### src/common/mux_defs.svh
`ifndef MUX_DEFS_SVH
`define MUX_DEFS_SVH

// Number of input beat streams; must be a power of two.
`define MUX_NB_IN 4

// Width of one data beat in bits.
`define MUX_DWIDTH 32

// Depth of the queue that holds pending order entries.
`define MUX_ORDER_DEPTH 16

// Depth of the output buffer.
`define MUX_OUT_DEPTH 32

// Output occupancy above which no further input beats are granted.
// Leaves room for the beats still travelling through the delay pipeline.
`define MUX_ALMOST_FULL 16

`endif

### src/common/mux_pkg.sv
`include "mux_defs.svh"

package mux_pkg;

    // Index of one input stream, as carried by the order stream.
    typedef logic [$clog2(`MUX_NB_IN)-1:0] stream_id_t;

    // One data beat.
    typedef logic [`MUX_DWIDTH-1:0] beat_data_t;

    // FIFO fill level, wide enough for a depth of 32.
    typedef logic [5:0] occup_t;

    // Running count of order entries.
    typedef logic [31:0] count_t;

    // One stage of the beat delay line, also the output FIFO write port.
    typedef struct packed {
        logic       valid;
        beat_data_t data;
    } beat_stage_t;

    // Sequencer state.
    typedef enum logic {
        SEL_IDLE,   // no stream selected
        SEL_WAIT    // stream selected, waiting for its beat
    } sel_state_t;

endpackage

### src/verilog/stream_fifo.sv
`timescale 1ns/1ps

// Circular buffer with valid/ready on both sides.
// The read side is a register that always holds the head entry.
module stream_fifo
    import mux_pkg::*;
#(
    parameter int WIDTH = 8,
    parameter int DEPTH = 16
) (
    input  logic             clk,
    input  logic             rst,
    input  logic             wr_valid,
    output logic             wr_ready,
    input  logic [WIDTH-1:0] wr_data,
    output logic             rd_valid,
    input  logic             rd_ready,
    output logic [WIDTH-1:0] rd_data,
    output occup_t           occupancy
);

    localparam int ptr_bits = $clog2(DEPTH);

    // Pointers wrap on their own only for a power-of-two depth.
    if ((1 << ptr_bits) != DEPTH) begin : g_depth_pow2
        $error("stream_fifo: DEPTH must be a power of two");
    end

    if (DEPTH >= (1 << $bits(occup_t))) begin : g_depth_fits
        $error("stream_fifo: DEPTH does not fit in occup_t");
    end

    logic [WIDTH-1:0]    mem [DEPTH];
    logic [ptr_bits-1:0] wr_ptr;
    logic [ptr_bits-1:0] rd_ptr;
    logic [ptr_bits-1:0] rd_ptr_nxt;
    logic                push;
    logic                pop;

    assign wr_ready   = occupancy != occup_t'(DEPTH);
    assign rd_valid   = occupancy != '0;
    assign push       = wr_valid && wr_ready;
    assign pop        = rd_valid && rd_ready;
    assign rd_ptr_nxt = pop ? rd_ptr + 1'b1 : rd_ptr;

    always_ff @(posedge clk) begin
        if (rst) begin
            wr_ptr    <= '0;
            rd_ptr    <= '0;
            occupancy <= '0;
        end else begin
            if (push) begin
                wr_ptr <= wr_ptr + 1'b1;
            end
            rd_ptr <= rd_ptr_nxt;
            case ({push, pop})
                2'b10:   occupancy <= occupancy + 1'b1;
                2'b01:   occupancy <= occupancy - 1'b1;
                default: occupancy <= occupancy;
            endcase
        end
    end

    always_ff @(posedge clk) begin
        if (push) begin
            mem[wr_ptr] <= wr_data;
        end
    end

    // Head register.
    // When the FIFO runs empty and is written in the same cycle, the new word
    // goes straight into the head register.
    always_ff @(posedge clk) begin
        if (push && (wr_ptr == rd_ptr_nxt)) begin
            rd_data <= wr_data;
        end else begin
            rd_data <= mem[rd_ptr_nxt];
        end
    end

endmodule

### src/ordered_mux/order_sequencer.sv
`timescale 1ns/1ps
`include "mux_defs.svh"

// Takes stream ids from the order queue one at a time and grants the named
// input stream. Granted beats go through a three-register delay line into
// the output FIFO.
module order_sequencer
    import mux_pkg::*;
(
    input  logic                  clk,
    input  logic                  rst,

    // Order queue side.
    input  logic                  q_valid,
    input  stream_id_t            q_id,
    output logic                  q_ready,

    // Input beat streams.
    input  logic [`MUX_NB_IN-1:0] in_valid,
    input  beat_data_t            in_data [`MUX_NB_IN],
    output logic [`MUX_NB_IN-1:0] in_ready,

    // Output FIFO side.
    input  occup_t                out_occupancy,
    output beat_stage_t           wr_stage
);

    sel_state_t  state;
    stream_id_t  sel_id;
    logic        almost_full;
    logic        grant;
    logic        beat_xfer;
    logic        q_pop;
    beat_stage_t capture_stage;
    beat_stage_t delay_stage;

    // Up to three beats can still be in flight when this rises.
    assign almost_full = out_occupancy > occup_t'(`MUX_ALMOST_FULL);

    assign grant = (state == SEL_WAIT) && !almost_full;

    // Only the selected stream ever sees ready.
    always_comb begin
        in_ready = '0;
        if (grant) begin
            in_ready[sel_id] = 1'b1;
        end
    end

    assign beat_xfer = grant && in_valid[sel_id];

    // Next order entry is taken while idle, or together with the last beat.
    assign q_ready = (state == SEL_IDLE) || beat_xfer;
    assign q_pop   = q_valid && q_ready;

    always_ff @(posedge clk) begin
        if (rst) begin
            state <= SEL_IDLE;
        end else begin
            case (state)
                SEL_IDLE: begin
                    if (q_pop) begin
                        state <= SEL_WAIT;
                    end
                end
                SEL_WAIT: begin
                    // Back to back entries keep the state in SEL_WAIT.
                    if (beat_xfer && !q_pop) begin
                        state <= SEL_IDLE;
                    end
                end
                default: begin
                    state <= SEL_IDLE;
                end
            endcase
        end
    end

    always_ff @(posedge clk) begin
        if (q_pop) begin
            sel_id <= q_id;
        end
    end

    // Delay line: capture, delay, write.
    always_ff @(posedge clk) begin
        if (beat_xfer) begin
            capture_stage.data <= in_data[sel_id];
        end
        delay_stage.data <= capture_stage.data;
        wr_stage.data    <= delay_stage.data;

        if (rst) begin
            capture_stage.valid <= 1'b0;
            delay_stage.valid   <= 1'b0;
            wr_stage.valid      <= 1'b0;
        end else begin
            capture_stage.valid <= beat_xfer;
            delay_stage.valid   <= capture_stage.valid;
            wr_stage.valid      <= delay_stage.valid;
        end
    end

endmodule

### src/ordered_mux/ordered_mux.sv
`timescale 1ns/1ps
`include "mux_defs.svh"

// Ordered stream multiplexer.
// An order stream names, entry by entry, the input stream that supplies the
// next output beat. Orders are queued, beats are buffered at the output.
module ordered_mux
    import mux_pkg::*;
(
    input  logic                  clk,
    input  logic                  rst,

    // Order stream.
    input  logic                  order_valid,
    output logic                  order_ready,
    input  stream_id_t            order_data,

    // Input beat streams.
    input  logic [`MUX_NB_IN-1:0] in_valid,
    output logic [`MUX_NB_IN-1:0] in_ready,
    input  beat_data_t            in_data [`MUX_NB_IN],

    // Output beat stream.
    output logic                  out_valid,
    input  logic                  out_ready,
    output beat_data_t            out_data,

    // Order entries accepted and consumed.
    output count_t                in_ord_cnt,
    output count_t                out_ord_cnt
);

    // The stream id must cover every input exactly.
    if ((1 << $clog2(`MUX_NB_IN)) != `MUX_NB_IN) begin : g_nb_in_check
        $error("ordered_mux: MUX_NB_IN must be a power of two");
    end

    logic        q_valid;
    stream_id_t  q_id;
    logic        q_ready;
    beat_stage_t wr_stage;
    occup_t      out_occupancy;

    // Pending order entries.
    stream_fifo #(
        .WIDTH ($bits(stream_id_t)),
        .DEPTH (`MUX_ORDER_DEPTH)
    ) order_queue (
        .clk       (clk),
        .rst       (rst),
        .wr_valid  (order_valid),
        .wr_ready  (order_ready),
        .wr_data   (order_data),
        .rd_valid  (q_valid),
        .rd_ready  (q_ready),
        .rd_data   (q_id),
        .occupancy ()
    );

    order_sequencer sequencer (
        .clk           (clk),
        .rst           (rst),
        .q_valid       (q_valid),
        .q_id          (q_id),
        .q_ready       (q_ready),
        .in_valid      (in_valid),
        .in_data       (in_data),
        .in_ready      (in_ready),
        .out_occupancy (out_occupancy),
        .wr_stage      (wr_stage)
    );

    // Grants stop at the almost-full level, so wr_ready is never low on a write.
    stream_fifo #(
        .WIDTH ($bits(beat_data_t)),
        .DEPTH (`MUX_OUT_DEPTH)
    ) out_fifo (
        .clk       (clk),
        .rst       (rst),
        .wr_valid  (wr_stage.valid),
        .wr_ready  (),
        .wr_data   (wr_stage.data),
        .rd_valid  (out_valid),
        .rd_ready  (out_ready),
        .rd_data   (out_data),
        .occupancy (out_occupancy)
    );

    // Order counters.
    always_ff @(posedge clk) begin
        if (rst) begin
            in_ord_cnt  <= '0;
            out_ord_cnt <= '0;
        end else begin
            if (order_valid && order_ready) begin
                in_ord_cnt <= in_ord_cnt + 1'b1;
            end
            // An entry counts as consumed when the sequencer pops it.
            if (q_valid && q_ready) begin
                out_ord_cnt <= out_ord_cnt + 1'b1;
            end
        end
    end

endmodule

### config.mk
export PLATFORM = sky130hd
export DESIGN_NAME = ordered_mux
export DESIGN_NICKNAME = d
export VERILOG_FILES = /design/src/common/mux_pkg.sv /design/src/verilog/stream_fifo.sv /design/src/ordered_mux/order_sequencer.sv /design/src/ordered_mux/ordered_mux.sv
export VERILOG_INCLUDE_DIRS = /design/src /design/src/common
export SDC_FILE = /design/constraint.sdc
export NUM_CORES = 1
export LEC_CHECK = 0
export BUFFER_PORTS_ARGS = -buffer_cell sky130_fd_sc_hd__buf_2
export CORE_ASPECT_RATIO = 0.9
export CORE_UTILIZATION = 45
export DETAILED_ROUTE_END_ITERATION = 7
export GPL_TIMING_DRIVEN = 0
export HOLD_SLACK_MARGIN = 0.08
export PLACE_DENSITY = 0.65
export SLEW_MARGIN = 20
export SYNTH_ARGS = -nofsm -noshare
export SYNTH_HDL_FRONTEND = slang
export SYNTH_SLANG_ARGS = --single-unit
export TNS_END_PERCENT = 5
### constraint.sdc
create_clock -name clk -period 8.95 [get_ports clk]
set_input_delay 1.79 -clock clk [delete_from_list [all_inputs] [get_ports clk]]
set_output_delay 1.79 -clock clk [all_outputs]
set_load 0.005 [all_outputs]
* After elaboration in Yosys (flattened, before gate mapping)
Memory sizes are Yosys's and may differ from the RTL's. A register that Yosys moved wholly into a read port is not among the register bits. Index checks and enable logic that the tools add are counted.
Cells by class: $add $sub $neg 10, magnitude comparators 4, eq/ne operators 6, mux-type cells 19, bitwise operators 2, reduce and logical (&&, ||, !) cells 15
Operators by type and width (number):
- 32-bit by 1-bit adder with 32-bit output, second input constant | 2
- 32-bit binary-select mux with 2-bit select | 1
- 32-bit two-way mux | 2
- 6-bit one-hot mux with 2 select lines | 2
- 6-bit by 1-bit adder with 6-bit output, second input constant | 2
- 6-bit nonzero test | 2
- 6-bit by 1-bit subtractor with 6-bit output, second input constant | 2
- 5-bit by 1-bit adder with 5-bit output, second input constant | 2
- 4-bit by 1-bit adder with 4-bit output, second input constant | 2
- 1-bit logical AND | 8
- 1-bit two-way mux | 8
- 4-bit two-way mux | 2
- 6-bit by 5-bit > comparator with 1-bit output, second input constant | 1
- 6-bit by 5-bit inequality test with 1-bit output, second input constant | 1
- 6-bit inequality test, second input constant | 1
- 5-bit two-way mux | 1
- 2-bit by 1-bit equality test with 1-bit output, second input constant | 2
- 2-bit equality test, second input constant | 2
- 2-bit nonzero test | 2
- 3-bit >= comparator, second input constant | 1
- 2-bit by 3-bit < comparator with 1-bit output, second input constant | 1
- 2-bit NOT with 3-bit output | 1
- 1-bit binary-select mux with 2-bit select | 1
- 1-bit demux with 2-bit select | 1
- 5 further kinds | 6
Word-level totals: register bits 196, bits in writable memories 1056, input bits 138, output and inout port bits 102, logic and storage cells 74, memories 2
Memory list:
- out_fifo.mem | depth 32, width 32, read ports 1, clocked after Yosys merged registers in 1, write ports 1, RTL line stream_fifo.sv:33 | logic [WIDTH-1:0] mem [DEPTH];
- order_queue.mem | depth 16, width 2, read ports 1, clocked after Yosys merged registers in 1, write ports 1, RTL line stream_fifo.sv:33

* Depth between registers and ports, before layout
Gate-level depths: netlist (run 1).
depth in word-level cells 10, mapped depth 13, mapped depth without buffers 11

* By module
Synthesis (run 1) repeated with hierarchy kept, for this count alone.
Second synthesis, totals: cell total of the unflattened synthesis 2754, area, all modules 49189.7 um2
Modules (own cells, without submodules):
- stream_fifo at out_fifo | times used 1, cells an instance 2049, area an instance 40406.3 um2, sequential area each 31169.9 um2
- order_sequencer | times used 1, cells an instance 160, area an instance 3316.9 um2, sequential area each 2382.3 um2
- ordered_mux | times used 1, cells an instance 366, area an instance 3114.2 um2, sequential area each 1281.2 um2
- stream_fifo at order_queue | times used 1, cells an instance 179, area an instance 2352.3 um2, sequential area each 1321.3 um2

* Worst setup path before layout (run 1)
No wires, ideal clock.
kind input-to-reg, start point in in_valid[3], end point reg order_queue.occupancy[4], setup time 59 ps, data arrival time 4202 ps, data required time 8891 ps, slack 4689 ps, cell stages on the path 11, path buffers 1, cells stage by stage mux4_2 a31oi_1 nor2_1 ha_1 clkbuf_1 xor2_1 ha_1 a21oi_1 a222oi_1 or4_1 nand2_1
On the way: longest elaborated chain between the ends 7, elaborated cells between the ends (all ways) 9, those cells by class eq/ne (2); mux (3); reduce/logical (4)
RTL lines:
- start: declaration | RTL line ordered_mux.sv:19 | input logic [`MUX_NB_IN-1:0] in_valid,
- 1-bit binary-select mux with 2-bit select * | RTL line order_sequencer.sv:50 | assign beat_xfer = grant && in_valid[sel_id];
- 1-bit two-way mux (implied by the code) * | RTL line order_sequencer.sv:50
- 1-bit logical AND * | RTL line order_sequencer.sv:50
- 1-bit logical OR * | RTL line order_sequencer.sv:53 | assign q_ready = (state == SEL_IDLE) || beat_xfer;
- 1-bit logical AND * | RTL line stream_fifo.sv:43 | assign pop = rd_valid && rd_ready;
- named net order_queue.pop | RTL line stream_fifo.sv:38 | logic pop;
- 2-bit by 1-bit equality test with 1-bit output / 2-bit equality test (equally long branches) | RTL line stream_fifo.sv:56 | case ({push, pop})
- 6-bit one-hot mux with 2 select lines / 2-bit nonzero test (equally long branches)
- end signal: assignment | RTL line stream_fifo.sv:57 | 2'b10: occupancy <= occupancy + 1'b1;
- end signal: assignment | RTL line stream_fifo.sv:58 | 2'b01: occupancy <= occupancy - 1'b1;
- end signal: assignment | RTL line stream_fifo.sv:59 | default: occupancy <= occupancy;
- end: declaration | RTL line stream_fifo.sv:19 | output occup_t occupancy
Mark *: on every way through the listed nets, which the timed path passes. The rest lies on a longest branch. The select of a mux whose other input is x is not followed. A chain may end at the register's enable or synchronous reset.

==> flow_metrics.tcl, run 1 <==
set metrics [dict create \
    track_usage_pct 21.3 \
    numCtsBuffers 120 \
    wirelength_um 116000 \
    drc_errors 0 \
    slowest_delay_ns 0.93 \
    worstMarginPinSlew_ns 1.18 \
    antenna_found_initial 3 \
    crit_type "reg -> out" \
    vias 25200 \
    final_hold_viol_count 0 \
    cts_buffer_depth 3 \
    drt-met1-wl_um 47600 \
    fp.coreArea_sq_um 106000 \
    peakVddDrop_mv 0.189 \
    cts_tree "yes" \
    htreeDepth 3 \
    grt_pass1_vias 26200 \
    finClkSkew_ns 0.0296 \
    crit_path_cell_trace "clkbuf_1 > buf_1 > buf_1 > mux4_2 > mux2i_1 > a221oi_1 > buf_2" \
    met2_length_um 57300 \
    dr.pass1.iters 5 \
    synth_ff_type "edfxtp_1" \
    cts-root-buf "clkbuf_16" \
    relSlewSlack_pct 21.0 \
    setup_violations 0 \
    slowest_stage "a221oi_1" \
    whs_ns 0.321 \
    cp_max_fo 10 \
    die_w_um 348 \
    postCtsHoldBufs 0 \
    hold_class "reg -> reg" \
    ys_seq_area_share_pct 74.6 \
    clock_sinks 1261 \
    final_max_slew_viol_count 0 \
    start_kind "flop" \
    dr_wl_met3_um 8580 \
    synth_nets 2567 \
    maxCapViolations 0 \
    async_flop_share_pct 0 \
    io_buffers 239 \
    ys_top_cells_by_area "edfxtp_1 68%, mux4_2 14%, dfxtp_1 7.1%" \
    rsz0062_at_grt "false" \
    detail_route.wl_per_cell_um 26.6 \
    ys_types 55 \
    routed.top_layer "met5" \
    nNetsFinal 2975 \
    yosysWarnings 0 \
    grt_start_max_net_pins 33 \
    die_y_um 313 \
    fin_crit_sh_pct 73.1 \
    clk_pin_slew_ns 0.06 \
    status "finished, final reports clean" \
    ys_ff_latch 1261 \
    first_iter_violations 2684 \
    setup_tns_ns 0 \
    critical_path_required_ns 7.16 \
    crit_path_frequent_cell "buf_1" \
    initial_core_util_pct 45.6 \
    post_cts_buffers 0 \
    p_leak_nw 17.9 \
    fin_crit_ns 6.55 \
    drtAntennaViolNets 0 \
    num_io_pins 240 \
    synth_area_per_cell_sq_um 20.1 \
    syn_area_sq_um 48500 \
    dieArea_sq_um 109000 \
    arrival_ns 4.76 \
    power_density_nw_per_um2 244 \
    place_congestion 0.848 \
    fp-row-count 113 \
    insertion_delay_ns 0.70 \
    crit_path_end_kind "output pin" \
    viasPerCell 5.77 \
    drive_above_1_share_pct 29.7 \
    max_clock_freq_ghz 0.153 \
    syn-instance-count 2408 \
    area_delta_synth_final_pct 17.2 \
    grt_pass1_wl_um 170000 \
    synth_top_area_cell "edfxtp_1" \
    synth_edf_count 1090 \
    synth_top_cell_area_share_pct 67.5 \
    cts_resized 0 \
    grt_overflow 0 \
    hpwl_um 77700 \
]
[cell type report]
| type | instances | area (sq um) |
|---|---|---|
| Fill cell | 8164 | 49400 |
| Clock buffer | 160 | 3300 |
| Antenna cell | 1 | 2.50 |
| Tap cell | 1437 | 1800 |
| Sequential cell | 1261 | 36200 |
| Clock inverter | 65 | 639 |
| Buffer | 133 | 548 |
| Inverter | 22 | 82.6 |
| Multi-Input combinational cell | 992 | 11900 |
| Timing Repair Buffer | 286 | 2330 |
[cells in the mapped netlist (31+ instances only)]
cell type,number
a21oi_1,35
a221oi_1,32
a22o_1,32
buf_2,31
clkbuf_1,85
dfxtp_1,171
edfxtp_1,1090
mux2i_1,132
mux4_2,299
nand2_1,35
nor2_1,110
xnor2_1,39
[flip-flops by register name (all words and copies together), names as in the netlist, named ones only]
register                 flops
out_fifo.mem              1024
sequencer.capture_stage     33
sequencer.delay_stage       33
sequencer.wr_stage          33
in_ord_cnt                  32
order_queue.mem             32
out_ord_cnt                 32
order_queue.occupancy        6
out_fifo.occupancy           6
out_fifo.rd_ptr              5
out_fifo.wr_ptr              5
order_queue.rd_ptr           4
order_queue.wr_ptr           4
sequencer.sel_id             2
sequencer.state              1
[worst paths after layout]
path	from	endpoint	slack [ns]	cells past startpoint
setup / recovery	flop	out_data[8]	2.40	7
hold / removal	sequencer.delay_stage[16]	sequencer.wr_stage[16]	0.32	0
setup reg to reg	order_queue.occupancy[1]	order_queue.occupancy[4]	4.99	13
hold reg to reg	sequencer.delay_stage[16]	sequencer.wr_stage[16]	0.32	0
[metrics by stage]
| stage | setup slack (ns) | instances | instance area (sq um) | power (mW) | util (%) |
|---|---|---|---|---|---|
| 2_1_floorplan | 4.69 | 2408 | 48500 | 8.24 | - |
| 3_3_place_gp | 3.19 | 4084 | 51500 | 8.79 | 48.5 |
| 3_5_place_dp | 3.17 | 4131 | 52800 | 8.91 | 49.8 |
| 4_1_cts | 2.35 | 4356 | 56800 | 13.9 | 53.5 |
| 5_1_grt | 2.23 | 4356 | 56800 | 14.3 | 53.5 |
| 6_report | 2.40 | 4357 | 56800 | 13.8 | 53.5 |
[critical path, delay by kind of cell (launching register included)]
family | cells | cell delay, ns
compound gates | 1 | 0.93
mux | 2 | 0.45
buf+inv | 4 | 2.20
flops | 1 | 0.46
[cell families after synthesis]
logic type | after synthesis | synth area share (%)
xor gates and xnor gates | 59 | 1.07
DFF | 1261 | 74.6
buffers and inverters | 155 | 1.29
AOI/OAI and AO/OA | 150 | 2.24
adders and majority gates | 21 | 0.558
and+or+nand+nor | 327 | 3.54
muxes | 435 | 16.7
[metal layers]
layer  GRT usage (%)  up-vias
li1                -    10700
met1            29.3    13200
met2            35.5     1029
met3            3.79      166
met4            5.12        2
met5               0        -
[where the power goes]
group          internal, mW  total [mW]  switching (mW)
sequential             7.02        7.49           0.473
clock                  2.92        5.06            2.14
combinational         0.589        1.29           0.699
[placed cells by master (no fill, tap or decap), types with 28 or more instances in the layout]
cell / Yosys / final
a21oi_1: 35 / 35
a221oi_1: 32 / 32
a22o_1: 32 / 32
buf_2: 31 / 272
clkbuf_1: 85 / 113
clkbuf_16: 0 / 124
clkinv_2: 0 / 28
dfxtp_1: 171 / 159
edfxtp_1: 1090 / 1090
mux2i_1: 132 / 132
mux4_2: 299 / 299
nand2_1: 35 / 35
nor2_1: 110 / 78
nor2_4: 0 / 32
xnor2_1: 39 / 39
(Power assumes the default switching activity.)
==> inputs of run 2 (changes only) <==
Settings changed: ABC_AREA set to 1, PLACE_DENSITY 0.65 to 0.67.
Clock period 8.95 ns to 5.6 ns, I/O delays scaled along.
==> flow_metrics.tcl, run 2 <==
set metrics [dict create \
    syn_area_sq_um 51500 \
    whs_ns 0.300 \
    crit_path_frequent_cell "clkbuf_1" \
    peakVddDrop_mv 0.341 \
    synth_top_cell_area_share_pct 63.5 \
    cts_tree "yes" \
    crit_family "buffers and inverters" \
    crit_type "reg -> out" \
    die_w_um 359 \
    postCtsHoldBufs 0 \
    grt_overflow 0 \
    drc_errors 1 \
    final_cell_mix "1,521 x nand2_1, 1,090 x edfxtp_1, 791 x nand3_1" \
    detail_route.wl_per_cell_um 23.8 \
    synth_nets 4851 \
    initial_core_util_pct 45.5 \
    nNetsFinal 5295 \
    track_usage_pct 27.5 \
    dieArea_sq_um 116000 \
    worstHoldStart "sequencer.delay_stage[5]" \
    grt_start_max_net_pins 33 \
    insertion_delay_ns 0.76 \
    maxCapViolations 0 \
    io_buffers 238 \
    ys_top_cells_by_area "edfxtp_1 64%, nand2_1 11%, nand3_1 7.7%" \
    largest_reg_flops 1024 \
    synth.most_common_cell "nand2_1" \
    htreeDepth 4 \
    critical_path_required_ns 4.48 \
    max_clock_freq_ghz 0.193 \
    regToRegStartpoint "out_fifo.occupancy[0]" \
    setup_ws_ns 0.409 \
    async_flop_share_pct 0 \
    crit_path_end_kind "output pin" \
    antenna_found_initial 5 \
    hold_class "reg -> reg" \
    fin_crit_ns 5.19 \
    start_kind "flop" \
    place_ws_ns 1.43 \
    fp-row-count 117 \
    rsz0062_at_grt "false" \
    fillCellCount 9571 \
    p_total_mw 29.6 \
    grt_pass1_wl_um 232000 \
    crit_buf_inv 4 \
    slowest_delay_ns 0.82 \
    final_hold_viol_count 0 \
    wirelength_um 160000 \
    synth_common_cells "1,521 x nand2_1, 1,090 x edfxtp_1, 791 x nand3_1, 254 x a21oi_1, 247 x nor2_1" \
    cts_buffer_depth 3 \
    violations "DRC" \
    syn-instance-count 4692 \
    slowest_stage "clkbuf_1" \
    final_common_cell "nand2_1" \
    final_max_slew_viol_count 0 \
    cp_max_fo 10 \
    area_delta_synth_final_pct 17.7 \
    drtAntennaViolNets 0 \
    dr.pass1.iters 8 \
    finClkSkew_ns 0.0308 \
    setup_violations 0 \
    status "finished with violations" \
    ys_ff_latch 1261 \
    numCtsBuffers 133 \
    worstMarginPinSlew_ns 1.00 \
    ys_seq_area_share_pct 70.2 \
    cts-root-buf "clkbuf_16" \
    synth_area_per_cell_sq_um 11.0 \
    viasPerCell 5.68 \
    drive_above_1_share_pct 14.0 \
    fp.coreArea_sq_um 113000 \
    fin_crit_sh_pct 92.7 \
    placed_cells 6488 \
    clock_sinks 1261 \
    synth_top_area_cell "edfxtp_1" \
    cts_resized 0 \
    grt_pass1_vias 36300 \
    first_iter_violations 5192 \
    power_density_nw_per_um2 489 \
    p_leak_nw 22.2 \
    vias 38200 \
    clk_pin_slew_ns 0.06 \
    crit_path_cell_trace "clkbuf_1 > clkbuf_1 > clkbuf_1 > a21oi_1 > a21oi_1 > buf_2" \
    stdcell_count 6730 \
    relSlewSlack_pct 33.1 \
    synth_edf_count 1090 \
    yosysWarnings 0 \
    num_io_pins 240 \
    ys_types 39 \
    largest-register "out_fifo.mem" \
    arrival_ns 4.07 \
    place_congestion 0.930 \
    hpwl_um 111000 \
    die_y_um 323 \
    post_cts_buffers 0 \
    synth_ff_type "edfxtp_1" \
]
[run 2: kinds of logic (layout without fill, tap and decap cells)]
family | count (synthesis) | count (layout) | share of synthesized area, %
adders and majority gates | 21 | 21 | 0.524
buffers and inverters | 372 | 922 | 3.28
AOI/OAI and AO/OA | 389 | 389 | 4.20
and+or+nand+nor | 2618 | 2618 | 21.3
xor gates and xnor gates | 31 | 31 | 0.527
DFF | 1261 | 1261 | 70.2
other | 0 | 1 | 0
[run 2: worst paths after layout]
kind	endpoint	slack [ns]	cells past startpoint
worst max register to register	order_queue.occupancy[4]	2.20	19
worst min register to register	sequencer.wr_stage[5]	0.30	0
worst max-delay path	out_data[4]	0.41	6
worst min-delay path	sequencer.wr_stage[5]	0.30	0
[run 2: report_power, final]
group / internal, mW / leakage (nW) / switching (mW)
Clock: 5.00 / 2.10 / 3.74
Combinational: 2.33 / 8.85 / 6.14
Sequential: 11.4 / 11.2 / 1.06
[run 2: final cells by class]
type	instances	area (sq um)	share of cell area, %
flip-flops and latches	1261	36200	59.7
well taps	1487	1860	3.07
plain buffers	267	1300	2.14
inverters	105	395	0.652
multi-input cells	3059	13900	23.0
clock buffers	178	3640	6.01
clock inverters	63	667	1.10
diodes	1	2.50	0.00413
repair buffers	309	2670	4.40
[run 2: metrics by stage]
stage,util [%],area [sq um],setup TNS [ns]
detailed placement,49.7,56300,0
global route,53.5,60700,0
floorplan,-,51500,0
CTS,53.5,60600,0
finish,53.5,60700,0
global placement,48.2,54600,-112.78
[run 2: metal layers]
layer / track usage [%] / wire length [um] / vias to the layer above
met1: 37.2 / 61200 / 18100
met5: 0 / 13 / -
met3: 6.39 / 20700 / 378
met4: 11.4 / 6280 / 2
met2: 42.8 / 72100 / 2451
li1: - / - / 17300
